$ cat config.mk
export PLATFORM = sky130hd
export DESIGN_NAME = apb_decoder
export DESIGN_NICKNAME = d
export VERILOG_FILES = /design/src/common/soc_periph_pkg.sv /design/src/hw/apb_decoder.sv
export VERILOG_INCLUDE_DIRS = /design/src /design/src/common
export SDC_FILE = /design/constraint.sdc
export NUM_CORES = 1
export LEC_CHECK = 0
export BUFFER_PORTS_ARGS = -buffer_cell sky130_fd_sc_hd__buf_2
export CAP_MARGIN = 40
export CORE_MARGIN = 2
export CORE_UTILIZATION = 26
export DETAILED_ROUTE_END_ITERATION = 8
export GPL_TIMING_DRIVEN = 0
export PLACE_DENSITY = 0.82
export SYNTH_ARGS = -nofsm -noshare
export SYNTH_HDL_FRONTEND = slang
export SYNTH_SLANG_ARGS = --single-unit
export TNS_END_PERCENT = 1
$ cat constraint.sdc
create_clock -name vclk -period 0.8
set_input_delay 0.08 -clock vclk [all_inputs]
set_output_delay 0.08 -clock vclk [all_outputs]
set_load 0.1 [all_outputs]
$ cat src/common/soc_periph_defines.svh
`ifndef SOC_PERIPH_DEFINES_SVH
`define SOC_PERIPH_DEFINES_SVH

// ---------------------------------------------------------------------------
// APB bus geometry
// ---------------------------------------------------------------------------
`define DATA_WIDTH 32
`define ADDR_WIDTH 12

// Peripheral region select bits in paddr
`define REGION_MSB 9
`define REGION_LSB 8

// ---------------------------------------------------------------------------
// Peripheral sizes
// ---------------------------------------------------------------------------
`define GPIO_WIDTH 16
`define BTN_WIDTH  4

// Interrupt vector, buttons sit in the low bits
`define IRQ_WIDTH   5
`define IRQ_UART_RX 4

// ---------------------------------------------------------------------------
// UART
// ---------------------------------------------------------------------------
`define UART_BAUDDIV_WIDTH 16
`define UART_BAUDDIV_RESET 16   // Clocks per bit out of reset

`endif

$ cat src/common/soc_periph_pkg.sv
`default_nettype none

package soc_periph_pkg;

    // Peripheral regions, decoded from paddr[9:8]
    typedef enum logic [1:0] {
        SEL_GPIO = 2'd0,
        SEL_UART = 2'd1,
        SEL_BTN  = 2'd2,
        SEL_NONE = 2'd3    // Unmapped, answers with pslverr
    } periph_sel_e;

    // Word offsets inside a region
    // Each peripheral gives these its own meaning
    typedef enum logic [7:0] {
        REG_0 = 8'h00,
        REG_1 = 8'h04,
        REG_2 = 8'h08
    } reg_off_e;

endpackage

`default_nettype wire

$ cat src/hw/apb_decoder.sv
`timescale 1ns/1ps
`default_nettype none

`include "soc_periph_defines.svh"

module apb_decoder (
    input  logic                                 psel,
    input  logic                                 penable,
    input  logic [`REGION_MSB-`REGION_LSB:0]     region,
    input  logic [`DATA_WIDTH-1:0]               gpio_rdata,
    input  logic [`DATA_WIDTH-1:0]               uart_rdata,
    input  logic                                 uart_err,
    input  logic [`DATA_WIDTH-1:0]               btn_rdata,
    output logic                                 gpio_sel,
    output logic                                 uart_sel,
    output logic                                 btn_sel,
    output logic [`DATA_WIDTH-1:0]               prdata,
    output logic                                 pready,
    output logic                                 pslverr
);

    import soc_periph_pkg::*;

    periph_sel_e region_sel;

    assign region_sel = periph_sel_e'(region);

    // One-hot slave selects
    assign gpio_sel = psel && (region_sel == SEL_GPIO);
    assign uart_sel = psel && (region_sel == SEL_UART);
    assign btn_sel  = psel && (region_sel == SEL_BTN);

    // No wait states anywhere
    assign pready = 1'b1;

    // Read data and error return
    always_comb begin
        prdata  = '0;
        pslverr = 1'b0;
        unique case (region_sel)
            SEL_GPIO: prdata = gpio_rdata;
            SEL_UART: begin
                prdata  = uart_rdata;
                pslverr = uart_err;     // Already qualified by the access cycle
            end
            SEL_BTN:  prdata = btn_rdata;
            SEL_NONE: pslverr = psel && penable;    // Unmapped hole
            default:  prdata = '0;
        endcase
    end

endmodule

`default_nettype wire

==> results of run 1 <==
[per-stage QoR]
stage / cells / cell area (um^2) / util (%) / hold slack [ps]
2_1_floorplan: 85 / 1410 / - / 393
3_3_place_gp: 251 / 2130 / 75.8 / 672
3_5_place_dp: 251 / 2130 / 75.8 / 677
[Yosys cell counts]
master	instances	area share, %
a21boi_0	1	0.96
and2_1	1	0.80
and3b_1	1	1.1
buf_4	2	1.9
buf_6	6	8.6
buf_8	2	3.8
clkbuf_1	3	1.4
conb_1	1	0.48
mux2i_1	32	41
nand2b_1	1	0.80
nand3_1	1	0.64
nor2b_4	1	1.8
nor3b_1	1	0.96
o2bb2ai_1	32	36
[logic make-up after synthesis]
kind of cell	share of synthesized area, %
other cells	0.479
compound gates	36.7
buf+inv	15.8
mux	40.9
simple gates	6.07
==> qor.csv, run 1 <==
metric;value;unit
cts_hold_buf;0;
yosys_warnings;0;
haltStage;clock tree synthesis;
synthesis.nets;186;
status;did not finish;
preCtsSetupSlack;-670;ps
die_w;58.9;um
error;[ERROR DPL-0038] Utilization greater than 100%, impossible to legalize;
num_rows;19;
cts_setup_buffers;8;
die_h;58.9;um
globalplace.congestion;0.677;
synth_cells;85;
synth_area_per_cell;9.21;um^2
synth_seq_area_share;0;%
dp_hpwl;3.20;mm
io_buffers;135;
ios;138;
synth_cell_types;14;
synth_area;783;um^2
cts_resized;163;
start_util;27.9;%
==> inputs of run 2 (changes only) <==
CORE_AREA = 2 2 63 65   (was not set)
CORE_MARGIN = not set   (was 2)
CORE_UTILIZATION = not set   (was 26)
DIE_AREA = 0 0 65 67   (was not set)
PLACE_DENSITY = not set   (was 0.82)
PLACE_DENSITY_LB_ADDON = 0.15   (was not set)
clock period = 1 ns   (was 0.8 ns; I/O delays follow)
==> run 2 against run 1 <==
- the flow now finishes, with violations (setup timing)
- synthesized area is the same
- synthesized cell count unchanged
==> qor.csv, run 2 <==
metric;value;unit;change
path_class;primary input to primary output;;
finalHoldViolCount;0;;
cp-startpoint;region[1];;
powerDensity;826;mW/mm^2;
synth_cell_types;14;;unchanged
peakVddDrop;0.565;mV;
first_iter_violations;12;;
synth_area_per_cell;9.21;um^2;unchanged
grt_pass1_wl;7.27;mm;
drc;0;;
die_w;65;um;+10%
synth_cells;85;;unchanged
final_layout_size_suffix_gt1_share;92.1;%;
status;finished, violations left;;
holdWs;595;ps;
layout_min_cycle_time;1150;ps;
synth_common_cells;mux2i_1, o2bb2ai_1, buf_6, clkbuf_1;;
track_usage;21.5;%;
via_count;1332;;
synthesis.nets;186;;unchanged
overflow;0;;
rsz0062_at_grt;true;;
ios;138;;unchanged
nNetsFinal;332;;
crit_end;prdata[22];;
num_rows;22;;+3
cp-end-kind;primary output;;
yosysTopAreaCellShare;40.9;%;unchanged
start_util;21.7;%;-6.2 points
p_sw;1.44;mW;
dp_hpwl;3.13;mm;-2.2%
final_common_cell;buf_2;;
drv_cap;0;;
final.setup.tns;-3530;ps;
intPower;0.985;mW;
num_antenna_cells;0;;
io_buffers;135;;unchanged
worst_pin_slew;553;ps;
postRouteAntennaNets;0;;
p_leak;1.27;nW;
area_delta_synth_final;275;%;
clockPowerShare;0;%;
worstPathArrival;1050;ps;
synth_top_area_cell;mux2i_1;;
wl;4.86;mm;
max-slew-margin-rel;63.1;%;
preCtsSetupSlack;-503;ps;+168 ps
flops_and_latches;0;;
finalCritPeriodShare;115;%;
final_cell_mix;buf_2, buf_12, o2bb2ai_4, mux2i_2, mux2i_1;;
worstSetupStartpointType;primary input;;
required;900;ps;
path_max_fanout;6;;
avgRoutedWirePerCell;17.6;um;
finish.utilization;81.4;%;
min_path_type;primary input to primary output;;
vias_per_cell;4.81;;
clkbuf_count;0;;
fin_ws;-150;ps;
slew_violations;0;;
synth_seq_area_share;0;%;unchanged
synth_area_leaders;mux2i_1, o2bb2ai_1, buf_6, buf_8, buf_4;;
p_comb_share;100.0;%;
violations;setup timing;;
synth_area;783;um^2;unchanged
dr.pass1.iters;3;;
yosys_warnings;0;;unchanged
core;0.00361;mm^2;
pwr-share-seq;0;%;
total_power;2.43;mW;
antenna_found_initial;0;;
dieArea;0.00436;mm^2;
grt_max_degree;11;;
die_h;67;um;+14%
final-setup-viol-count;34;;
grt_pass1_vias;1522;;
max_freq;870;MHz;
globalplace.congestion;0.675;;-0.37%
regArea;0;um^2;
swShare;59.4;%;
==> run 2: cell counts after synthesis <==
Identical to the previous run, type by type.
==> run 2: kinds of logic (layout without fill, tap and decap cells) <==
kind of cell | after synthesis | after routing | synth area share, %
mux | 32 | 32 | 40.9
buf+inv | 13 | 157 | 15.8
other cells | 1 | 1 | 0.479
compound gates | 33 | 33 | 36.7
simple gates | 6 | 6 | 6.07
==> run 2: per-layer routing <==
layer	wire length (um)	up-vias	share of wire [%]	global-route usage [%]
li1	-	631	-	-
met1	1490	623	31	20.5
met2	2960	74	61	47.3
met3	364	4	7.5	3.89
met4	44	0	0.90	2.93
met5	0	-	0	0
==> run 2: timing repair <==
action                     4_1_cts  5_1_grt
cloned                           2        0
buffers inserted                 6        1
setup endpoints to repair       36       35
resized for setup              169        6
hold buffers                     0        0
pin swaps                        0        3
==> run 2: per-stage QoR <==
stage                     cells  instance area [um^2]
after floorplan              85                  1410
after global placement      268                  2150
after detailed placement    268                  2150
after CTS                   276                  2900
after global routing        277                  2940
final                       277                  2940
==> run 2: area by class of cell <==
cell class,instances,area [um^2]
Buffer,13,185
Fill cell,205,671
Multi-Input combinational cell,72,1360
Tap cell,48,60.1
Timing Repair Buffer,144,1330
==> run 2: worst max-delay path, cell delays in order <==
cell and delay [ps]:
buf_12 120, nor2b_4 110, buf_8 130, buf_12 120, buf_12 130, o2bb2ai_4 130
buf_12 200
==> run 2: worst min-delay path by stage <==
stage / end / from / depth (start not counted) / slack (ps)
2_1_floorplan: gpio_sel / psel / 1 / 430
5_1_grt: prdata[26] / uart_rdata[26] / 3 / 600
6_report: prdata[3] / uart_rdata[3] / 3 / 600
3_5_place_dp: prdata[5] / uart_rdata[5] / 3 / 720
3_3_place_gp: prdata[3] / uart_rdata[3] / 3 / 720
4_1_cts: prdata[26] / uart_rdata[26] / 3 / 590
==> run 2: power by group through the flow <==
stage                     registers (mW)  clock network, mW  logic (mW)
after detailed placement               0                  0        1.82
after CTS                              0                  0        2.39
after floorplan                        0                  0        1.44
final                                  0                  0        2.43
after global routing                   0                  0        2.49
after global placement                 0                  0        1.80
No activity file was read; power rests on OpenSTA's default activity.
==> inputs of run 3 (changes only) <==
==> constraint.sdc (replaced) <==
create_clock -name vclk -period 1
set_input_delay 0.15 -clock vclk [all_inputs]
set_output_delay 0.15 -clock vclk [all_outputs]
set_load 0.1 [all_outputs]
==> run 3 against run 2 <==
- the run still ends with setup timing left
- power is 0.28% higher
- final area up 0.51%
- die area unchanged
- non-clock buffer count decreased by 1
- largest power group unchanged
- combinational power about the same
- sequential share of layout area did not move
- count of clock-buffer cells in the layout unchanged
- critical path depth unchanged
- final cell count is 0.36% lower
- sequential cell count is the same
- via count increased by 1.9%
==> qor.csv, run 3 (synthesis results as in run 2) <==
metric;value;unit;change
finalCritPeriodShare;125;%;+9.5 points
num_antenna_cells;0;;unchanged
max-slew-margin-rel;63.2;%;about the same
final_layout_size_suffix_gt1_share;92.1;%;about the same
cts_hold_buf;0;;unchanged
path_max_fanout;7;;+1
avgRoutedWirePerCell;17.9;um;+1.9%
peakVddDrop;0.582;mV;+3.0%
final_cell_mix;buf_2, buf_12, o2bb2ai_4, mux2i_1, mux2i_2;;
postRouteAntennaNets;0;;unchanged
grt_busiest_layer;met2;;
min_path_type;primary input to primary output;;
worst_pin_slew;553;ps;-0.921 ps
drc;0;;unchanged
met1_usage;20.3;%;-0.26 points
overflow;0;;unchanged
status;finished, violations left;;
track_usage;22.0;%;+0.51 points
path_cells;buf_12 -> nor2b_4 -> buf_8 -> buf_12 -> buf_12 -> o2bb2ai_4 -> buf_12;;
use_met2;47.6;%;+0.26 points
wl;4.94;mm;+1.5%
grt.met3_usage;5.41;%;+1.5 points
dr.pass1.iters;4;;+1
worstSetupStartpointType;primary input;;
rsz0062_at_grt;true;;
clkbuf_count;0;;unchanged
layout_min_cycle_time;1250;ps;+95.4 ps
placed_area;0.00215;mm^2;unchanged
critPathSlowestCell;buf_12;;
area_delta_synth_final;277;%;
fin_ws;-245;ps;-95.4 ps
worstPathArrival;1100;ps;+50 ps
p_leak;1.28;nW;+0.25%
nNetsFinal;331;;-0.30%
dieArea;0.00436;mm^2;unchanged
flops_and_latches;0;;unchanged
finalHoldViolCount;0;;unchanged
grt_pass1_wl;7.42;mm;+2.2%
finalInstanceArea;0.00295;mm^2;+0.51%
num_rows;22;;unchanged
cp-end-kind;primary output;;
final-setup-viol-count;34;;unchanged
final_cell_count_no_fill;276;;-0.36%
cp_slowest_stage_delay;200;ps;about the same
ios;138;;unchanged
grt_pass1_vias;1576;;+3.5%
die_h;67;um;unchanged
regArea;0;um^2;unchanged
nFillCells;197;;-3.9%
via_count;1357;;+1.9%
drv_cap;0;;unchanged
globalplace.congestion;0.675;;unchanged
required;850;ps;-50 ps
grt_max_degree;11;;unchanged
crit_family;buffers and inverters;;
slew_violations;0;;unchanged
antenna_found_initial;0;;unchanged
core;0.00361;mm^2;unchanged
final_common_cell;buf_2;;
start_util;21.7;%;unchanged
placed_cells;268;;unchanged
violations;setup timing;;
worst_path_most_repeated_cell;buf_12;;
vias_per_cell;4.92;;+2.2%
powerDensity;824;mW/mm^2;-0.23%
first_iter_violations;26;;+14
die_w;65;um;unchanged
dp_hpwl;3.13;mm;unchanged
cp_num_buf_inv;5;;unchanged
path_class;primary input to primary output;;
max_freq;803;MHz;-7.7%
io_buffers;135;;unchanged
## run 3: what timing repair did
action                     4_1_cts  5_1_grt
setup endpoints to repair       36       36
buffers inserted                 6        0
pin swaps                        0        1
hold endpoints to repair         0        0
resized for setup              176        5
gates cloned                     2        0
## run 3: layout make-up
class	instances	area (um^2)	share of cell area, %
buffer	13	185	6.28
timing repair buffer	143	1350	45.6
tap	48	60.1	2.04
multi-input combinational	72	1360	46.1
## run 3: layer usage
metal / share of wire, % / wire length [um]
met5: 0 / 0
met4: 2.1 / 104
met3: 9.5 / 468
met2: 59 / 2920
met1: 29 / 1450
## run 3: path summary, 6_finish.rpt
| check | start | cells past startpoint | to | slack, ps |
|---|---|---|---|---|
| worst max-delay path | region[1] | 7 | prdata[14] | -250 |
| worst min-delay path | uart_rdata[11] | 3 | prdata[11] | 700 |
## run 3: where the power goes
group | leakage (nW) | internal [mW] | switching (mW)
Combinational | 1.28 | 0.990 | 1.44
Clock | 0 | 0 | 0
Sequential | 0 | 0 | 0
## run 3: stage by stage
step / utilization (%) / hold slack [ps] / setup slack (ps) / setup TNS, ps / total power, mW
after floorplan: - / 533 / -416 / -12980 / 1.44
after global placement: 59.5 / 815 / -593 / -19430 / 1.80
after detailed placement: 59.5 / 816 / -603 / -19760 / 1.82
after CTS: 81.3 / 694 / -234 / -6610 / 2.40
after global routing: 81.8 / 704 / -275 / -7660 / 2.50
final: 81.8 / 696 / -245 / -6700 / 2.43
