==> config.mk <==
export PLATFORM = sky130hd
export DESIGN_NAME = uart_core
export DESIGN_NICKNAME = d
export VERILOG_FILES = /design/src/common/soc_periph_pkg.sv /design/src/uart/uart_core.sv
export VERILOG_INCLUDE_DIRS = /design/src /design/src/common
export SDC_FILE = /design/constraint.sdc
export NUM_CORES = 1
export LEC_CHECK = 0
export ABC_AREA = 1
export BUFFER_PORTS_ARGS = -buffer_cell sky130_fd_sc_hd__buf_4
export CAP_MARGIN = 10
export CELL_PAD_IN_SITES_DETAIL_PLACEMENT = 0
export CELL_PAD_IN_SITES_GLOBAL_PLACEMENT = 1
export CORE_ASPECT_RATIO = 0.8
export CORE_MARGIN = 2
export CORE_UTILIZATION = 39
export CTS_BUF_LIST = sky130_fd_sc_hd__clkbuf_4 sky130_fd_sc_hd__clkbuf_8
export CTS_CLUSTER_SIZE = 16
export DETAILED_ROUTE_END_ITERATION = 6
export PLACE_DENSITY = 0.83
export SYNTH_ARGS = -nofsm -noshare
export SYNTH_HDL_FRONTEND = slang
export SYNTH_SLANG_ARGS = --single-unit
export TNS_END_PERCENT = 100
==> constraint.sdc <==
create_clock -name sysclk -period 2.45 [get_ports sysclk]
set_input_delay 0.6125 -clock sysclk [delete_from_list [all_inputs] [get_ports sysclk]]
set_output_delay 0.6125 -clock sysclk [all_outputs]
set_load 0.1 [all_outputs]
==> src/common/soc_periph_defines.svh <==
`ifndef SOC_PERIPH_DEFINES_SVH
`define SOC_PERIPH_DEFINES_SVH

// ---------------------------------------------------------------------------
// APB bus geometry
// ---------------------------------------------------------------------------
`define DATA_WIDTH 32
`define ADDR_WIDTH 12

// Peripheral region select bits in paddr
`define REGION_MSB 9
`define REGION_LSB 8

// ---------------------------------------------------------------------------
// Peripheral sizes
// ---------------------------------------------------------------------------
`define GPIO_WIDTH 16
`define BTN_WIDTH  4

// Interrupt vector, buttons sit in the low bits
`define IRQ_WIDTH   5
`define IRQ_UART_RX 4

// ---------------------------------------------------------------------------
// UART
// ---------------------------------------------------------------------------
`define UART_BAUDDIV_WIDTH 16
`define UART_BAUDDIV_RESET 16   // Clocks per bit out of reset

`endif

==> src/common/soc_periph_pkg.sv <==
`default_nettype none

package soc_periph_pkg;

    // Peripheral regions, decoded from paddr[9:8]
    typedef enum logic [1:0] {
        SEL_GPIO = 2'd0,
        SEL_UART = 2'd1,
        SEL_BTN  = 2'd2,
        SEL_NONE = 2'd3    // Unmapped, answers with pslverr
    } periph_sel_e;

    // Word offsets inside a region
    // Each peripheral gives these its own meaning
    typedef enum logic [7:0] {
        REG_0 = 8'h00,
        REG_1 = 8'h04,
        REG_2 = 8'h08
    } reg_off_e;

endpackage

`default_nettype wire

==> src/uart/uart_core.sv <==
`timescale 1ns/1ps
`default_nettype none

`include "soc_periph_defines.svh"

module uart_core (
    input  logic                   sysclk,
    input  logic                   RSTn,
    input  logic                   sel,
    input  logic                   penable,
    input  logic                   pwrite,
    input  logic [7:0]             addr,
    input  logic [`DATA_WIDTH-1:0] wdata,
    output logic [`DATA_WIDTH-1:0] rdata,
    output logic                   err,
    input  logic                   rxd,
    output logic                   txd,
    output logic                   rx_valid
);

    import soc_periph_pkg::*;

    // REG_0 TXDATA/RXDATA, REG_1 STATUS, REG_2 BAUDDIV
    logic [`UART_BAUDDIV_WIDTH-1:0] baud_div;
    logic                           tx_wr, rx_rd, bauddiv_wr;

    // Transmit state
    logic                           tx_busy;
    logic [9:0]                     tx_shift;       // Stop, data, start
    logic [3:0]                     tx_bit_cnt;
    logic [`UART_BAUDDIV_WIDTH-1:0] tx_baud_cnt;

    // Receive state
    logic [1:0]                     rx_sync;
    logic                           rx_busy;
    logic [3:0]                     rx_bit_cnt;
    logic [`UART_BAUDDIV_WIDTH-1:0] rx_baud_cnt;
    logic [7:0]                     rx_shift;
    logic [7:0]                     rx_data;

    assign tx_wr      = sel && penable && pwrite && (addr == REG_0);
    assign rx_rd      = sel && penable && !pwrite && (addr == REG_0);
    assign bauddiv_wr = sel && penable && pwrite && (addr == REG_2);

    // Byte written while a frame is still going out is dropped
    assign err = tx_wr && tx_busy;

    always_ff @(posedge sysclk or negedge RSTn) begin
        if (!RSTn)
            baud_div <= `UART_BAUDDIV_WIDTH'(`UART_BAUDDIV_RESET);
        else if (bauddiv_wr)
            baud_div <= wdata[`UART_BAUDDIV_WIDTH-1:0];
    end

    // -------------------------------------------------------------------------
    // Transmitter
    // -------------------------------------------------------------------------
    always_ff @(posedge sysclk or negedge RSTn) begin
        if (!RSTn) begin
            tx_busy     <= 1'b0;
            tx_shift    <= '1;
            tx_bit_cnt  <= '0;
            tx_baud_cnt <= '0;
        end else if (!tx_busy) begin
            if (tx_wr) begin
                tx_busy     <= 1'b1;
                tx_shift    <= {1'b1, wdata[7:0], 1'b0};
                tx_bit_cnt  <= '0;
                tx_baud_cnt <= '0;
            end
        end else if (tx_baud_cnt == baud_div - 1'b1) begin
            tx_baud_cnt <= '0;
            tx_shift    <= {1'b1, tx_shift[9:1]};
            tx_bit_cnt  <= tx_bit_cnt + 1'b1;
            if (tx_bit_cnt == 4'd9)             // Stop bit done
                tx_busy <= 1'b0;
        end else begin
            tx_baud_cnt <= tx_baud_cnt + 1'b1;
        end
    end

    assign txd = tx_busy ? tx_shift[0] : 1'b1;     // Idle high

    // -------------------------------------------------------------------------
    // Receiver
    // -------------------------------------------------------------------------
    always_ff @(posedge sysclk or negedge RSTn) begin
        if (!RSTn) begin
            rx_sync     <= 2'b11;
            rx_busy     <= 1'b0;
            rx_bit_cnt  <= '0;
            rx_baud_cnt <= '0;
            rx_valid    <= 1'b0;
        end else begin
            rx_sync <= {rx_sync[0], rxd};
            if (rx_rd)
                rx_valid <= 1'b0;
            if (!rx_busy) begin
                if (!rx_sync[1]) begin          // Falling edge of start bit
                    rx_busy     <= 1'b1;
                    rx_bit_cnt  <= '0;
                    rx_baud_cnt <= baud_div >> 1;   // Half period to mid-bit
                end
            end else if (rx_baud_cnt == baud_div - 1'b1) begin
                rx_baud_cnt <= '0;
                rx_bit_cnt  <= rx_bit_cnt + 1'b1;
                if (rx_bit_cnt == 4'd0 && rx_sync[1])
                    rx_busy <= 1'b0;            // Glitch, not a start bit
                if (rx_bit_cnt == 4'd9) begin
                    rx_busy <= 1'b0;
                    if (rx_sync[1])
                        rx_valid <= 1'b1;       // Good stop bit
                end
            end else begin
                rx_baud_cnt <= rx_baud_cnt + 1'b1;
            end
        end
    end

    // Data path, LSB first
    always_ff @(posedge sysclk) begin
        if (rx_busy && rx_baud_cnt == baud_div - 1'b1) begin
            if (rx_bit_cnt >= 4'd1 && rx_bit_cnt <= 4'd8)
                rx_shift <= {rx_sync[1], rx_shift[7:1]};
            if (rx_bit_cnt == 4'd9 && rx_sync[1])
                rx_data <= rx_shift;
        end
    end

    // -------------------------------------------------------------------------
    // Read mux
    // -------------------------------------------------------------------------
    always_comb begin
        rdata = '0;
        case (addr)
            REG_0:   rdata[7:0] = rx_data;
            REG_1:   rdata[1:0] = {rx_valid, tx_busy};
            REG_2:   rdata[`UART_BAUDDIV_WIDTH-1:0] = baud_div;
            default: rdata = '0;
        endcase
    end

endmodule

`default_nettype wire
==> results of run 1 <==
-- how the worst max path moves through the flow --
stage	startpoint	end	slack, ns
4_1_cts	addr[5]	rdata[5]	-0.09
6_report	addr[5]	rdata[10]	-0.10
5_1_grt	addr[5]	rdata[9]	-0.23
2_1_floorplan	addr[5]	rdata[0]	-1.09
3_5_place_dp	addr[5]	rdata[4]	-0.22
3_3_place_gp	addr[5]	rdata[2]	-0.19
-- worst max-delay path, delay by kind of cell --
kind / cells / cell delay (ns)
buffers and inverters: 6 / 0.76
and+or+nand+nor: 3 / 0.55
-- layer usage --
| metal | routed length [um] | vias to the layer above | global-route usage [%] | part of all wire [%] |
|---|---|---|---|---|
| li1 | - | 2872 | - | - |
| met3 | 706 | 18 | 3.88 | 4.1 |
| met5 | 0 | - | 0 | 0 |
| met4 | 264 | 0 | 5.60 | 1.5 |
| met2 | 7740 | 117 | 34.1 | 45 |
| met1 | 8340 | 2681 | 31.9 | 49 |
-- layout make-up --
type / count / area, sq um
fill: 1372 / 6700
clock inverter: 7 / 55.1
timing repair buffer: 135 / 1250
sequential: 86 / 2250
clock buffer: 9 / 124
timing repair inverter: 1 / 5.00
multi-input combinational: 604 / 3360
inverter: 96 / 368
tap: 184 / 230
-- through the flow --
step                power [uW]  util (%)  hold slack, ns  setup TNS [ns]  cell area [sq um]
global route              3610      53.3           0.209           -5.85               7640
global placement          2420      47.8           0.347           -4.44               6860
finish                    3430      53.3           0.169           -1.31               7640
detailed placement        2420      47.8           0.348           -5.48               6860
CTS                       3410      50.4           0.176           -1.00               7230
floorplan                 2140         -           0.317          -14.09               5860
-- where the power goes --
group / leakage [uW] / internal (uW) / switching (uW) / total (uW)
sequential: 0.000941 / 1520 / 78.4 / 1600
clock: 0.0000883 / 379 / 587 / 966
combinational: 0.00268 / 316 / 550 / 867
-- registers in the layout (all words and copies together), names as in the netlist --
name	count
baud_div	16
rx_baud_cnt	16
rx_bit_cnt	4
rx_busy	1
rx_data	8
rx_shift	8
rx_sync	2
rx_valid	1
tx_baud_cnt	16
tx_bit_cnt	4
tx_busy	1
tx_shift	9
-- logic make-up (layout without fill, tap and decap cells) --
kind of cell / after synthesis / after routing / share of synthesized area (%)
other: 1 / 16 / 0.0652
xor gates and xnor gates: 24 / 24 / 3.65
and+or+nand+nor: 479 / 479 / 37.5
AOI/OAI and AO/OA: 77 / 77 / 8.07
buffers and inverters: 130 / 248 / 9.96
adders and majority gates: 8 / 8 / 1.74
DFF: 86 / 86 / 39.0
-- repair_timing --
action | CTS | global route
setup buffers | 4 | 7
endpoints found under the hold margin | 0 | 0
gates resized for setup | 42 | 95
endpoints found under the setup margin | 52 | 82
gates cloned | 1 | 0
hold buffers | 0 | 0
pin swaps | 5 | 25
-- cells in the final DEF (no fill, tap or decap), drive strengths merged --
master and count:
dfstp 12, and3 2, clkbuf 9, o211ai 2
nand3 110, a21oi 10, o22ai 15, o31ai 2
and2 1, inv 99, edfxtp 16, conb 16
o21ai 32, clkinvlp 1, nand3b 4, nand2 227
or2 2, a31oi 1, ha 8, buf 135
nand4 28, o21bai 15, dfrtp 58, nor4 8
nor3 11, clkinv 4, xor2 22, nor2 86
xnor2 2
==> impl_metrics.json, run 1 <==
{
  "power_density_nw_per_um2": 448,
  "antenna_found_initial": 0,
  "worst_pin_slew_ns": 0.780,
  "fmax_ghz": 0.392,
  "path_clk_slew_ns": 0.10,
  "place.gp.congestion": 0.918,
  "critical_path_class": "input port to output pin",
  "grt_max_degree": 39,
  "syn_area_sq_um": 5760,
  "period_minus_slack_ns": 2.55,
  "initial_core_util_pct": 40.1,
  "syn_to_final_growth_pct": 32.8,
  "synth_edf_count": 16,
  "nNetsFinal": 987,
  "ys.flop_type": "dfrtp_1",
  "vdd_drop_max_uv": 321,
  "clock_path_buffers": 2,
  "crit_path_max_fanout": 13,
  "num_io_pins": 81,
  "dieArea_sq_um": 15800,
  "ctsHtreeMaxLevel": 3,
  "fin_crit_sh_pct": 104,
  "endpoint_kind": "output pin",
  "synth.area.top_cells": "dfrtp_1 (25%), nand2_1 (14%), nand3_1 (9.2%)",
  "dp_slack_ns": -0.216,
  "grt_overflow": 0,
  "drt_iter0_markers": 387,
  "async_reset_ff_share_pct": 81.4,
  "setup_viol": 22,
  "synthCells": 805,
  "die_height_um": 113,
  "hold_viol_final": 0,
  "numPortBuffers": 48,
  "synth_seq_area_share_pct": 39.0,
  "tritoncts": "done",
  "synth_warnings": 0,
  "r2r-end": "rx_data[5]",
  "drv_cap": 0,
  "slew_headroom_pct": 47.9,
  "cts_sinks": 86,
  "dp_hpwl_mm": 12.8,
  "worstPathCellList": "buf_6 > nor4_4 > inv_2 > nor4_4 > inv_2 > buf_12 > buf_6 > nor2_4 > buf_12",
  "insertion_delay_ns": 0.39,
  "slowest_delay_ns": 0.28,
  "cts_root_buf": "clkbuf_8",
  "n_antenna_cell": 0,
  "skew_ns": 0.0174,
  "synth_cell_type_count": 40,
  "arrival_ns": 1.94,
  "violations": "negative setup slack",
  "cp_slowest_cell": "nor4_4",
  "coreArea_sq_um": 14300,
  "r2r-start": "baud_div[1]",
  "grt_usage_pct": 22.0,
  "grt_pass1_wl_mm": 27.4,
  "grt_pass1_vias": 5401,
  "dpl.cell_count": 1095,
  "viasPerCell": 5.07,
  "cp.required_ns": 1.84,
  "outcome": "finished, violations left",
  "dr.pass1.iters": 5,
  "cts_made_buffers": 9,
  "num_rows": 39,
  "finalMaxSlewViolations": 0,
  "final_cells": 1122,
  "drt-total-wl_mm": 17.1,
  "ys_ff_latch": 86,
  "ys_top_cells_by_count": "nand2_1 (219), nand3_1 (106), inv_1 (93)",
  "yosysTopAreaCell": "dfrtp_1",
  "rsz0062_at_grt": "yes",
  "critPathLaunchType": "input port",
  "p_leak_uw": 0.00371,
  "synth.avg_cell_area_sq_um": 7.15,
  "reg2regPathDepth": 15,
  "hold_class": "input port to async pin",
  "drc_errors": 0,
  "drive_gt1_share_pct": 27.5,
  "wire_per_inst_um": 15.2,
  "timing.reg2reg.setup_slack_ns": -0.03,
  "yosysMostFrequentCell": "nand2_1",
  "vias": 5688,
  "setup_slack_ns": -0.104,
  "die_x_um": 140,
  "antenna_left": 0,
  "synth_top_area_share_pct": 25.2
}
Note: power is estimated with default switching activity, not from simulation.
==> run 2, diff against run 1 <==
Settings changed: BUFFER_PORTS_ARGS -buffer_cell sky130_fd_sc_hd__buf_4 to -buffer_cell sky130_fd_sc_hd__buf_2, PLACE_DENSITY 0.83 to default, PLACE_DENSITY_LB_ADDON from default to 0.1.
==> run 2 against run 1 <==
  * The run still ends with negative setup slack left
  * Hold slack improved by 0.067 ns
  * Worst setup slack improved by 0.022 ns
  * Combinational power increased by 2.8%
  * Design area increased by 3.0%
  * Sequential cell count unchanged
  * Clock skew decreased by 0.0053 ns
  * Critical path depth decreased by 2
  * Clock power increased by 14%
==> impl_metrics.json, run 2 (same netlist as run 1, synthesis figures left out) <==
{
  "clock_path_buffers": 2,
  "violations": "negative setup slack",
  "cp.required_ns": 1.84,
  "grt_overflow": 0,
  "skew_ns": 0.0121,
  "grt_pass1_vias": 5590,
  "die_height_um": 113,
  "drc_errors": 0,
  "vdd_drop_max_uv": 361,
  "hold_viol_final": 0,
  "ctsHtreeMaxLevel": 3,
  "slew_headroom_pct": 51.3,
  "vias": 5864,
  "grt_usage_pct": 23.3,
  "num-fill-cells": 1363,
  "cts_sinks": 86,
  "cts_made_buffers": 9,
  "final_common_cell": "nand2_1",
  "layout_common_cells": "nand2_1 (204), inv_1 (89), buf_4 (88)",
  "num_rows": 39,
  "largestRegisters": "baud_div (16), rx_baud_cnt (16), tx_baud_cnt (16)",
  "grt_pass1_wl_mm": 28.8,
  "arrival_ns": 1.92,
  "critical_path_class": "input port to output pin",
  "fmax_ghz": 0.395,
  "crit_path_max_fanout": 3,
  "outcome": "finished, violations left",
  "rsz0062_at_grt": "yes",
  "place_area_sq_um": 7080,
  "setup_viol": 22,
  "dr.pass1.iters": 5,
  "num_io_pins": 81,
  "place.gp.congestion": 0.905,
  "r2r-end": "rx_data[6]",
  "timing.reg2reg.setup_slack_ns": 0,
  "coreArea_sq_um": 14300,
  "fin_crit_sh_pct": 103,
  "dp_hpwl_mm": 13.5,
  "drive_gt1_share_pct": 29.9,
  "drt-total-wl_mm": 17.9,
  "syn_to_final_growth_pct": 36.8,
  "finalMaxSlewViolations": 0,
  "insertion_delay_ns": 0.39,
  "drt_iter0_markers": 355,
  "numPortBuffers": 48,
  "hold_class": "input port to async pin",
  "n_antenna_cell": 0,
  "die_x_um": 140,
  "setup_slack_ns": -0.0815,
  "r2r-start": "baud_div[2]",
  "viasPerCell": 5.16,
  "p_leak_uw": 0.00382,
  "cts_root_buf": "clkbuf_8",
  "antenna_found_initial": 0,
  "antenna_left": 0,
  "final_area_sq_um": 7880,
  "initial_core_util_pct": 40.1,
  "dieArea_sq_um": 15800,
  "grt_max_degree": 71,
  "worst_pin_slew_ns": 0.729,
  "tritoncts": "done",
  "power_density_nw_per_um2": 457,
  "period_minus_slack_ns": 2.53,
  "path_clk_slew_ns": 0.10,
  "wire_per_inst_um": 15.8,
  "whs_ns": 0.236,
  "nNetsFinal": 1002,
  "reg2regPathDepth": 14,
  "drv_cap": 0,
  "endpoint_kind": "output pin",
  "critPathLaunchType": "input port"
}
run 2: repair_timing:
item                                    4_1_cts  5_1_grt
pin swaps                                     5       26
endpoints found under the setup margin       40       83
cloned                                        1        1
buffers inserted                              2       12
resized for setup                            32       78
hold buffers                                  0        0
run 2: worst max path at each step:
stage	start	to	slack, ns
after global routing	addr[5]	rdata[0]	-0.18
final	addr[5]	rdata[0]	-0.08
after global placement	baud_div[1]	rx_data[7]	-0.19
after floorplan	addr[5]	rdata[0]	-1.09
after CTS	addr[5]	rdata[7]	-0.06
after detailed placement	addr[5]	rdata[5]	-0.22
run 2: report_power, final:
group	switching (uW)	leakage (uW)	total, uW	internal, uW
Sequential	83.1	0.000939	1600	1520
Combinational	574	0.00277	891	317
Clock	610	0.000104	1100	494
Total	1270	0.00382	3600	2330
run 2: worst max-delay path, stage by stage:
cell      delay (ns)
buf_6           0.10
nor4_4          0.29
inv_2           0.09
nor4_4          0.18
inv_2           0.10
o211ai_1        0.32
buf_12          0.22
run 2: final cells by class:
| type | count | area [sq um] | share of cell area, % |
|---|---|---|---|
| clock buffer | 9 | 124 | 1.57 |
| sequential | 86 | 2250 | 28.6 |
| inverter | 96 | 360 | 4.58 |
| tap | 184 | 230 | 2.92 |
| clock inverter | 7 | 88.8 | 1.13 |
| timing repair buffer | 151 | 1390 | 17.6 |
| multi-input combinational | 604 | 3440 | 43.6 |
run 2: metal layers:
metal	up-vias	routed length, um	share of wire, %	GRT usage, %
li1	2917	-	-	-
met1	2785	8950	50	35.0
met2	138	7760	43	34.9
met3	24	931	5.2	3.67
met4	0	304	1.7	6.67
met5	-	0	0	0
run 2: metrics by stage:
step	util (%)	setup TNS, ns	std cells	setup WS (ns)	total power (uW)
detailed placement	49.4	-4.65	1107	-0.218	2430
global placement	49.4	-4.45	1107	-0.192	2410
floorplan	-	-14.09	820	-1.09	2140
finish	54.9	-0.910	1137	-0.0815	3600
global route	54.9	-5.04	1137	-0.178	3760
CTS	52.0	-0.614	1126	-0.0637	3570
