[config.mk]
export PLATFORM = sky130hd
export DESIGN_NAME = button_irq
export DESIGN_NICKNAME = d
export VERILOG_FILES = /design/src/common/soc_periph_pkg.sv /design/src/hw/button_irq.sv
export VERILOG_INCLUDE_DIRS = /design/src /design/src/common
export SDC_FILE = /design/constraint.sdc
export NUM_CORES = 1
export LEC_CHECK = 0
export BUFFER_PORTS_ARGS = -buffer_cell sky130_fd_sc_hd__buf_2
export CAP_MARGIN = 40
export CORE_ASPECT_RATIO = 0.75
export CORE_MARGIN = 2
export CORE_UTILIZATION = 41
export CTS_CLUSTER_SIZE = 8
export DETAILED_ROUTE_END_ITERATION = 12
export PLACE_DENSITY = 0.84
export SETUP_SLACK_MARGIN = 0.4
export SKIP_CTS_REPAIR_TIMING = 1
export SYNTH_ARGS = -nofsm -noshare
export SYNTH_HDL_FRONTEND = slang
export SYNTH_SLANG_ARGS = --single-unit
[constraint.sdc]
create_clock -name sysclk -period 2.2 [get_ports sysclk]
set_clock_uncertainty 0.15 [all_clocks]
set_input_delay 0.33 -clock sysclk [delete_from_list [all_inputs] [get_ports sysclk]]
set_output_delay 0.33 -clock sysclk [all_outputs]
set_load 0.03 [all_outputs]
[src/common/soc_periph_defines.svh]
`ifndef SOC_PERIPH_DEFINES_SVH
`define SOC_PERIPH_DEFINES_SVH

// ---------------------------------------------------------------------------
// APB bus geometry
// ---------------------------------------------------------------------------
`define DATA_WIDTH 32
`define ADDR_WIDTH 12

// Peripheral region select bits in paddr
`define REGION_MSB 9
`define REGION_LSB 8

// ---------------------------------------------------------------------------
// Peripheral sizes
// ---------------------------------------------------------------------------
`define GPIO_WIDTH 16
`define BTN_WIDTH  4

// Interrupt vector, buttons sit in the low bits
`define IRQ_WIDTH   5
`define IRQ_UART_RX 4

// ---------------------------------------------------------------------------
// UART
// ---------------------------------------------------------------------------
`define UART_BAUDDIV_WIDTH 16
`define UART_BAUDDIV_RESET 16   // Clocks per bit out of reset

`endif

[src/common/soc_periph_pkg.sv]
`default_nettype none

package soc_periph_pkg;

    // Peripheral regions, decoded from paddr[9:8]
    typedef enum logic [1:0] {
        SEL_GPIO = 2'd0,
        SEL_UART = 2'd1,
        SEL_BTN  = 2'd2,
        SEL_NONE = 2'd3    // Unmapped, answers with pslverr
    } periph_sel_e;

    // Word offsets inside a region
    // Each peripheral gives these its own meaning
    typedef enum logic [7:0] {
        REG_0 = 8'h00,
        REG_1 = 8'h04,
        REG_2 = 8'h08
    } reg_off_e;

endpackage

`default_nettype wire

[src/hw/button_irq.sv]
`timescale 1ns/1ps
`default_nettype none

`include "soc_periph_defines.svh"

module button_irq (
    input  logic                   sysclk,
    input  logic                   RSTn,
    input  logic                   sel,
    input  logic                   penable,
    input  logic                   pwrite,
    input  logic [7:0]             addr,
    input  logic [`DATA_WIDTH-1:0] wdata,
    output logic [`DATA_WIDTH-1:0] rdata,
    input  logic [`BTN_WIDTH-1:0]  btn,
    output logic [`BTN_WIDTH-1:0]  btn_irq
);

    import soc_periph_pkg::*;

    // REG_0 LEVEL (ro), REG_1 PENDING (w1c), REG_2 ENABLE (rw)
    logic [`BTN_WIDTH-1:0] btn_meta, btn_sync, btn_prev;
    logic [`BTN_WIDTH-1:0] pending, enable;
    logic [`BTN_WIDTH-1:0] rise;
    logic                  wr_en;

    assign wr_en = sel && penable && pwrite;
    assign rise  = btn_sync & ~btn_prev;

    always_ff @(posedge sysclk or negedge RSTn) begin
        if (!RSTn) begin
            btn_meta <= '0;
            btn_sync <= '0;
            btn_prev <= '0;
            pending  <= '0;
            enable   <= '0;
        end else begin
            btn_meta <= btn;
            btn_sync <= btn_meta;
            btn_prev <= btn_sync;
            // New edge wins over a clear in the same cycle
            if (wr_en && addr == REG_1)
                pending <= (pending & ~wdata[`BTN_WIDTH-1:0]) | rise;
            else
                pending <= pending | rise;
            if (wr_en && addr == REG_2)
                enable <= wdata[`BTN_WIDTH-1:0];
        end
    end

    always_comb begin
        rdata = '0;
        case (addr)
            REG_0:   rdata[`BTN_WIDTH-1:0] = btn_sync;
            REG_1:   rdata[`BTN_WIDTH-1:0] = pending;
            REG_2:   rdata[`BTN_WIDTH-1:0] = enable;
            default: rdata = '0;
        endcase
    end

    assign btn_irq = pending & enable;  // Masked interrupts

endmodule

`default_nettype wire

==> results of run 1 <==
## worst min path at each step
stage	from	endpoint	cells after the start
2_1_floorplan	RSTn	btn_meta[0]	0
3_3_place_gp	RSTn	pending[1]	1
3_5_place_dp	RSTn	enable[1]	1
4_1_cts	RSTn	btn_prev[1]	1
5_1_grt	wdata[1]	enable[1]	2
6_report	wdata[3]	enable[3]	2
## final cells by class
class                      instances  area (µm²)
sequential                        20       500.5
clock buffer                       3       22.52
inverter                           8       30.03
timing repair buffer              35       230.2
fill                             195        1062
multi-input combinational         65       427.9
clock inverter                     1       30.03
tap                               34       42.54
## registers in the layout (all words and copies together) (netlist names)
name      flops
btn_sync      4
enable        4
btn_prev      4
btn_meta      4
pending       4
## per-layer routing
metal | track usage [%] | share of wire [%] | vias up | wire length, µm
met3 | 5.176 | 9.6 | 2 | 167
met5 | 0 | 0 | - | 0
li1 | - | - | 332 | -
met2 | 19.35 | 45 | 38 | 784
met1 | 14.90 | 45 | 328 | 771
met4 | 2.667 | 0.46 | 0 | 8
## cells in the final DEF (no fill, tap or decap)
| cell type | Yosys | layout |
|---|---|---|
| sky130_fd_sc_hd__nand3_1 | 1 | 1 |
| sky130_fd_sc_hd__nor4_4 | 1 | 1 |
| sky130_fd_sc_hd__mux2i_1 | 4 | 4 |
| sky130_fd_sc_hd__mux2_2 | 4 | 4 |
| sky130_fd_sc_hd__o21bai_1 | 4 | 4 |
| sky130_fd_sc_hd__or2_2 | 2 | 1 |
| sky130_fd_sc_hd__inv_1 | 8 | 8 |
| sky130_fd_sc_hd__and2_1 | 4 | 4 |
| sky130_fd_sc_hd__bufinv_16 | 0 | 1 |
| sky130_fd_sc_hd__buf_4 | 28 | 2 |
| sky130_fd_sc_hd__nor2_4 | 0 | 4 |
| sky130_fd_sc_hd__o22ai_1 | 4 | 4 |
| sky130_fd_sc_hd__or4_4 | 1 | 1 |
| sky130_fd_sc_hd__dlygate4sd3_1 | 0 | 5 |
| sky130_fd_sc_hd__nor4_1 | 1 | 1 |
| sky130_fd_sc_hd__nor2b_1 | 1 | 1 |
| sky130_fd_sc_hd__conb_1 | 1 | 28 |
| sky130_fd_sc_hd__clkbuf_4 | 0 | 3 |
| sky130_fd_sc_hd__dfrtp_1 | 20 | 20 |
| sky130_fd_sc_hd__buf_6 | 0 | 4 |
| sky130_fd_sc_hd__or2_4 | 0 | 1 |
| sky130_fd_sc_hd__nand2b_1 | 2 | 2 |
| sky130_fd_sc_hd__a2bb2oi_1 | 4 | 4 |
| sky130_fd_sc_hd__buf_2 | 0 | 24 |
## logic make-up after synthesis
group / Yosys count / synth area share, %
buffers and inverters: 37 / 23.49
and+or+nand+nor: 17 / 11.08
DFF: 20 / 48.19
AOI/OAI and AO/OA: 12 / 8.674
other: 1 / 0.3611
muxes: 8 / 8.193
## per-stage QoR
| stage | std cells | total power, mW | cell area [µm²] |
|---|---|---|---|
| floorplan | 122 | 0.5237 | 1172 |
| global route | 166 | 0.8463 | 1284 |
| finish | 166 | 0.8126 | 1284 |
| global placement | 156 | 0.5148 | 1149 |
| detailed placement | 156 | 0.5176 | 1149 |
| CTS | 160 | 0.8114 | 1201 |
## power by group through the flow
| stage | Combinational (mW) | Sequential [mW] | Clock, mW |
|---|---|---|---|
| 2_1_floorplan | 0.133 | 0.391 | 0 |
| 3_3_place_gp | 0.123 | 0.392 | 0 |
| 3_5_place_dp | 0.125 | 0.393 | 0 |
| 4_1_cts | 0.125 | 0.385 | 0.301 |
| 5_1_grt | 0.145 | 0.387 | 0.315 |
| 6_report | 0.133 | 0.385 | 0.294 |
==> PnR_summary.wiki, run 1 <==
{| class="wikitable"
! Metric !! Value
|-
| Result of the run || finished clean
|-
| Setup repair after global routing missed its margin || true
|-
| HP Class || in2reg
|-
| Ratio of total power to cell area || 633.0 nW/µm²
|-
| Final HPWL DP || 1353 µm
|-
| R2R depth || 3
|-
| CTS Root Cell || sky130_fd_sc_hd__clkbuf_4
|-
| Crit path launch || addr[0]
|-
| Number of violations of the max-capacitance limit || 0
|-
| Clock-pin transition on the worst setup and hold timing paths || 0.12 ns
|-
| Area growth from synthesis to final layout || 23.61%
|-
| Remaining routing DRC violations || 0
|-
| Antenna diode count || 0
|-
| Count of buffer and inverter cells on the critical path || 2
|-
| Leading cell type by number of instances after synthesis || sky130_fd_sc_hd__buf_4
|-
| Avg Vias per Cell || 4.217
|-
| Final hold violation count || 0
|-
| Pin count of the biggest net entering global routing || 21
|-
| Max-slew violation total from the final report || 0
|-
| Drt first pass iters || 3
|-
| Part of the cycle the worst path needs || 90.16%
|-
| Weighted congestion reported at the end of routability-driven placement || 0.7505
|-
| Maximum root-to-sink buffer count || 2
|-
| Count of cell types in the netlist || 19
|-
| Most frequently used flop master after synthesis || sky130_fd_sc_hd__dfrtp_1
|-
| Area of the placeable core || 2346 µm²
|-
| Worst setup slack after layout || 0.2165 ns
|-
| Final core occ || 54.72%
|-
| Residual antenna-violating net count after detailed routing || 0
|-
| Switching power summed over all nets || 0.2125 mW
|-
| Clock sink count || 20
|-
| Global-route congestion overflow total || 0
|-
| Worst-case setup slack after placement || 0.1158 ns
|-
| Number of standard cells after synthesis || 95
|-
| Proportion of register bits with asynchronous set or reset after synthesis || 100.0%
|-
| Data arrival at the endpoint of the critical path || 1.50 ns
|-
| Cell area after technology mapping || 1038 µm²
|-
| IO buf count || 28
|-
| Cell family contributing the most delay on the critical path || simple AND/OR/NAND/NOR gates
|-
| Top fanout value on the critical path || 4
|-
| Total setup violations reported at the end of the flow || 0
|-
| Final wirelength || 1731 µm
|-
| First-pass GRT wire length || 2642 µm
|-
| Maximum achievable frequency || 504.2 MHz
|-
| Worst endpoint required time || 1.72 ns
|-
| Startpoint of the most critical register-to-register path || pending[2]
|-
| Fraction of the yosys area taken by sequential cells || 48.19%
|-
| Post-synthesis cell type with the largest combined area || sky130_fd_sc_hd__dfrtp_1
|-
| Synth warn || 0
|-
| Source-to-sink clock delay at the later pin of the worst-skew pair || 0.30 ns
|-
| Crit. End Element || output port
|-
| Minimum clock period || 1.984 ns
|-
| Endpoint of the lowest-slack register-to-register path || pending[2]
|-
| Cells taking the most area after synthesis || sky130_fd_sc_hd__dfrtp_1, sky130_fd_sc_hd__buf_4, sky130_fd_sc_hd__mux2_2
|-
| Setup Crit Path Kind || in2out
|-
| Proportion of power drawn by combinational gates || 16.4%
|-
| Die X-Extent || 62.12 µm
|-
| Via total after detailed routing || 700
|-
| Total Routing Usage GR || 11.76%
|-
| Number of buffers added by the clock tree synthesis step || 3
|-
| Via count of the first global-routing pass || 589
|-
| DR WL/cell || 10.43 µm
|-
| Worst reg-to-reg setup slack || 1.21 ns
|-
| Share of cells above drive strength 1 || 34.85%
|-
| CP endpoint || rdata[0]
|-
| Leakage Power || 0.7017 nW
|-
| H-Tree Depth || 1
|-
| Layout net count || 182
|-
| Cells along the critical path || buf_2 > or4_4 > or2_4 > nor2_4 > buf_6
|-
| Count of flip-flops with a built-in enable after synthesis || 0
|-
| Highest-delay cell along the critical path || sky130_fd_sc_hd__or4_4
|-
| Post-route worst hold slack || 0.1251 ns
|-
| Chip height || 47.59 µm
|-
| TritonCTS clock tree || built
|-
| Clock power share || 36.2%
|-
| DIE AREA || 2956 µm²
|-
| Final setup TNS || 0 ns
|-
| Part of the power in registers || 47.4%
|-
| Antenna violations before repair || 0
|-
| Drt initial violations || 7
|-
| Switching power as a share of total power || 26.15%
|-
| Number of rows in the core area || 15
|-
| Slowest stage delay, CP || 0.53 ns
|-
| Area share of the leading cell type in the synthesized netlist || 48.19%
|-
| Crit path launch type || input port
|-
| Cell internal pwr || 0.6001 mW
|-
| Cell count along the critical path || 5
|-
| Flip-flop and latch count after synthesis || 20
|-
| Most used standard cells in the synthesized netlist || sky130_fd_sc_hd__buf_4, sky130_fd_sc_hd__dfrtp_1, sky130_fd_sc_hd__inv_1
|-
| Avg Cell Area, Syn || 10.93 µm²
|-
| Worst vdd rail ir drop || 559.3 µV
|-
| Num ports || 85
|-
| Initial core utilization || 44.27%
|}
(Power assumes the default switching activity.)
==> run 2, diff against run 1 <==
--- a/config.mk
+++ b/config.mk
@@ -8,12 +8,14 @@
 export LEC_CHECK = 0
 export BUFFER_PORTS_ARGS = -buffer_cell sky130_fd_sc_hd__buf_2
 export CAP_MARGIN = 40
+export CELL_PAD_IN_SITES_DETAIL_PLACEMENT = 0
+export CELL_PAD_IN_SITES_GLOBAL_PLACEMENT = 1
 export CORE_ASPECT_RATIO = 0.75
 export CORE_MARGIN = 2
-export CORE_UTILIZATION = 41
+export CORE_UTILIZATION = 28
 export CTS_CLUSTER_SIZE = 8
 export DETAILED_ROUTE_END_ITERATION = 12
-export PLACE_DENSITY = 0.84
+export PLACE_DENSITY = 0.83
 export SETUP_SLACK_MARGIN = 0.4
 export SKIP_CTS_REPAIR_TIMING = 1
 export SYNTH_ARGS = -nofsm -noshare
==> PnR_summary.wiki, run 2 (synthesis results as in run 1) <==
{| class="wikitable"
! Metric !! Value
|-
| Result of the run || finished clean
|-
| Source-to-sink clock delay at the later pin of the worst-skew pair || 0.26 ns
|-
| CTS Root Cell || sky130_fd_sc_hd__clkbuf_8
|-
| Setup repair after global routing missed its margin || true
|-
| Ratio of total power to cell area || 677.3 nW/µm²
|-
| Leakage Power || 0.6961 nW
|-
| Multi-input combinational cell area || 427.9 µm²
|-
| Cell family contributing the most delay on the critical path || simple AND/OR/NAND/NOR gates
|-
| First-pass GRT wire length || 2766 µm
|-
| Num ports || 85
|-
| Worst vdd rail ir drop || 453.2 µV
|-
| Drt initial violations || 21
|-
| Final HPWL DP || 1466 µm
|-
| Die X-Extent || 74.32 µm
|-
| Layer carrying the most global-route usage || met2
|-
| Global-route met3 utilization || 3.950%
|-
| Cells along the critical path || buf_6 > or4_4 > or2_4 > nor2_4 > buf_6
|-
| Final hold violation count || 0
|-
| Number of violations of the max-capacitance limit || 0
|-
| Via count of the first global-routing pass || 645
|-
| Setup Crit Path Kind || in2out
|-
| H-Tree Depth || 1
|-
| Remaining routing DRC violations || 0
|-
| Via total after detailed routing || 694
|-
| Data arrival at the endpoint of the critical path || 1.55 ns
|-
| Fraction of met2 tracks used by global routing || 14.92%
|-
| Most common cell after layout, fill and taps aside || sky130_fd_sc_hd__conb_1
|-
| Final wirelength || 1857 µm
|-
| Maximum root-to-sink buffer count || 2
|-
| Initial core utilization || 28.74%
|-
| Met1 GRT Util || 9.821%
|-
| IO buf count || 28
|-
| Top fanout value on the critical path || 4
|-
| Total Routing Usage GR || 8.738%
|-
| HP Class || in2reg
|-
| Clock sink count || 20
|-
| Avg Vias per Cell || 3.856
|-
| Switching power summed over all nets || 0.2197 mW
|-
| Most prevalent standard cell on the critical path || sky130_fd_sc_hd__buf_6
|-
| Layout net count || 178
|-
| Minimum clock period || 2.025 ns
|-
| Area growth from synthesis to final layout || 24.34%
|-
| Worst endpoint required time || 1.72 ns
|-
| Max-slew violation total from the final report || 0
|-
| Antenna diode count || 0
|-
| Pin count of the biggest net entering global routing || 21
|-
| Antenna violations before repair || 0
|-
| Clock-pin transition on the worst setup and hold timing paths || 0.07 ns
|-
| Number of buffers added by the clock tree synthesis step || 3
|-
| TritonCTS clock tree || built
|-
| Weighted congestion reported at the end of routability-driven placement || 0.7294
|-
| Share of cells above drive strength 1 || 35.94%
|-
| Part of the power in registers || 44.0%
|-
| Clock power share || 41.3%
|-
| Cell area after layout || 1291 µm²
|-
| Count of buffer and inverter cells on the critical path || 2
|-
| Area of the placeable core || 3613 µm²
|-
| Switching power as a share of total power || 25.12%
|-
| Fillers || 367
|-
| Slowest stage delay, CP || 0.56 ns
|-
| DR WL/cell || 10.32 µm
|-
| Final setup TNS || 0 ns
|-
| Highest-delay cell along the critical path || sky130_fd_sc_hd__or4_4
|-
| DIE AREA || 4217 µm²
|-
| Sequential Area || 500.5 µm²
|-
| Cell internal pwr || 0.6549 mW
|-
| Part of the cycle the worst path needs || 92.06%
|-
| Cell count along the critical path || 5
|-
| Instance area after placement || 1171 µm²
|-
| Top library cells by usage in the layout, fill and taps aside || sky130_fd_sc_hd__conb_1, sky130_fd_sc_hd__buf_2, sky130_fd_sc_hd__dfrtp_1
|-
| Crit path launch type || input port
|-
| Total setup violations reported at the end of the flow || 0
|-
| Maximum achievable frequency || 493.8 MHz
|-
| Global-route congestion overflow total || 0
|-
| Proportion of power drawn by combinational gates || 14.7%
|-
| Chip height || 56.74 µm
|-
| Crit. End Element || output port
|-
| Drt first pass iters || 4
|-
| Number of rows in the core area || 19
|-
| R2R depth || 3
|-
| Hold Path Cell Cnt || 1
|-
| Residual antenna-violating net count after detailed routing || 0
|}
[run 2: cell count changes in the layout (fill, tap and decap cells not counted), sizes merged]
cell         before  now
dlygate4sd3       5    1
[run 2: final timing paths]
path	start	end	slack, ns
min in group asynchronous	RSTn	btn_prev[0]	0.38
max in group asynchronous	RSTn	btn_meta[1]	1.22
max	addr[7]	rdata[0]	0.17
max reg2reg	pending[0]	pending[0]	1.23
min reg2reg	btn_meta[1]	btn_sync[1]	0.20
min	btn[3]	btn_meta[3]	0.02
[run 2: worst register-to-register path, delay by kind of cell, from the launching register on]
kind,cells,cell delay (ns)
AO/OA/AOI/OAI,2,0.24
buffers and inverters,1,0.08
flip-flops,1,0.40
[run 2: per-layer routing]
layer	part of all wire, %	wire [µm]	vias up
met4	0.38	7	0
met3	9.9	184	2
met5	0	0	-
li1	-	-	323
met2	51	951	40
met1	39	715	329
[run 2: layout make-up]
class | count | share of cell area, %
multi-input combinational | 65 | 33.14
sequential | 20 | 38.76
clock buffer | 3 | 3.198
inverter | 8 | 2.326
tap | 52 | 5.039
timing repair buffer | 31 | 15.21
clock inverter | 1 | 2.326
[run 2: power groups by stage]
| stage | Clock [mW] | Sequential (mW) | Combinational (mW) |
|---|---|---|---|
| after floorplan | 0 | 0.391 | 0.133 |
| after global placement | 0 | 0.392 | 0.123 |
| after detailed placement | 0 | 0.392 | 0.125 |
| after CTS | 0.377 | 0.385 | 0.125 |
| after global routing | 0.394 | 0.387 | 0.139 |
| final | 0.361 | 0.385 | 0.128 |
[run 2: per-stage QoR]
stage / setup slack (ns) / std cells / hold slack (ns) / util, % / power [mW]
2_1_floorplan: 0.3449 / 122 / -0.1156 / - / 0.5237
3_3_place_gp: 0.1308 / 174 / 0.1322 / 32.41 / 0.5147
3_5_place_dp: 0.06734 / 174 / 0.1561 / 32.41 / 0.5177
4_1_cts: 0.1345 / 178 / -0.1346 / 34.38 / 0.8870
5_1_grt: 0.1505 / 180 / 0.007617 / 35.73 / 0.9193
6_report: 0.1747 / 180 / 0.02380 / 35.73 / 0.8745
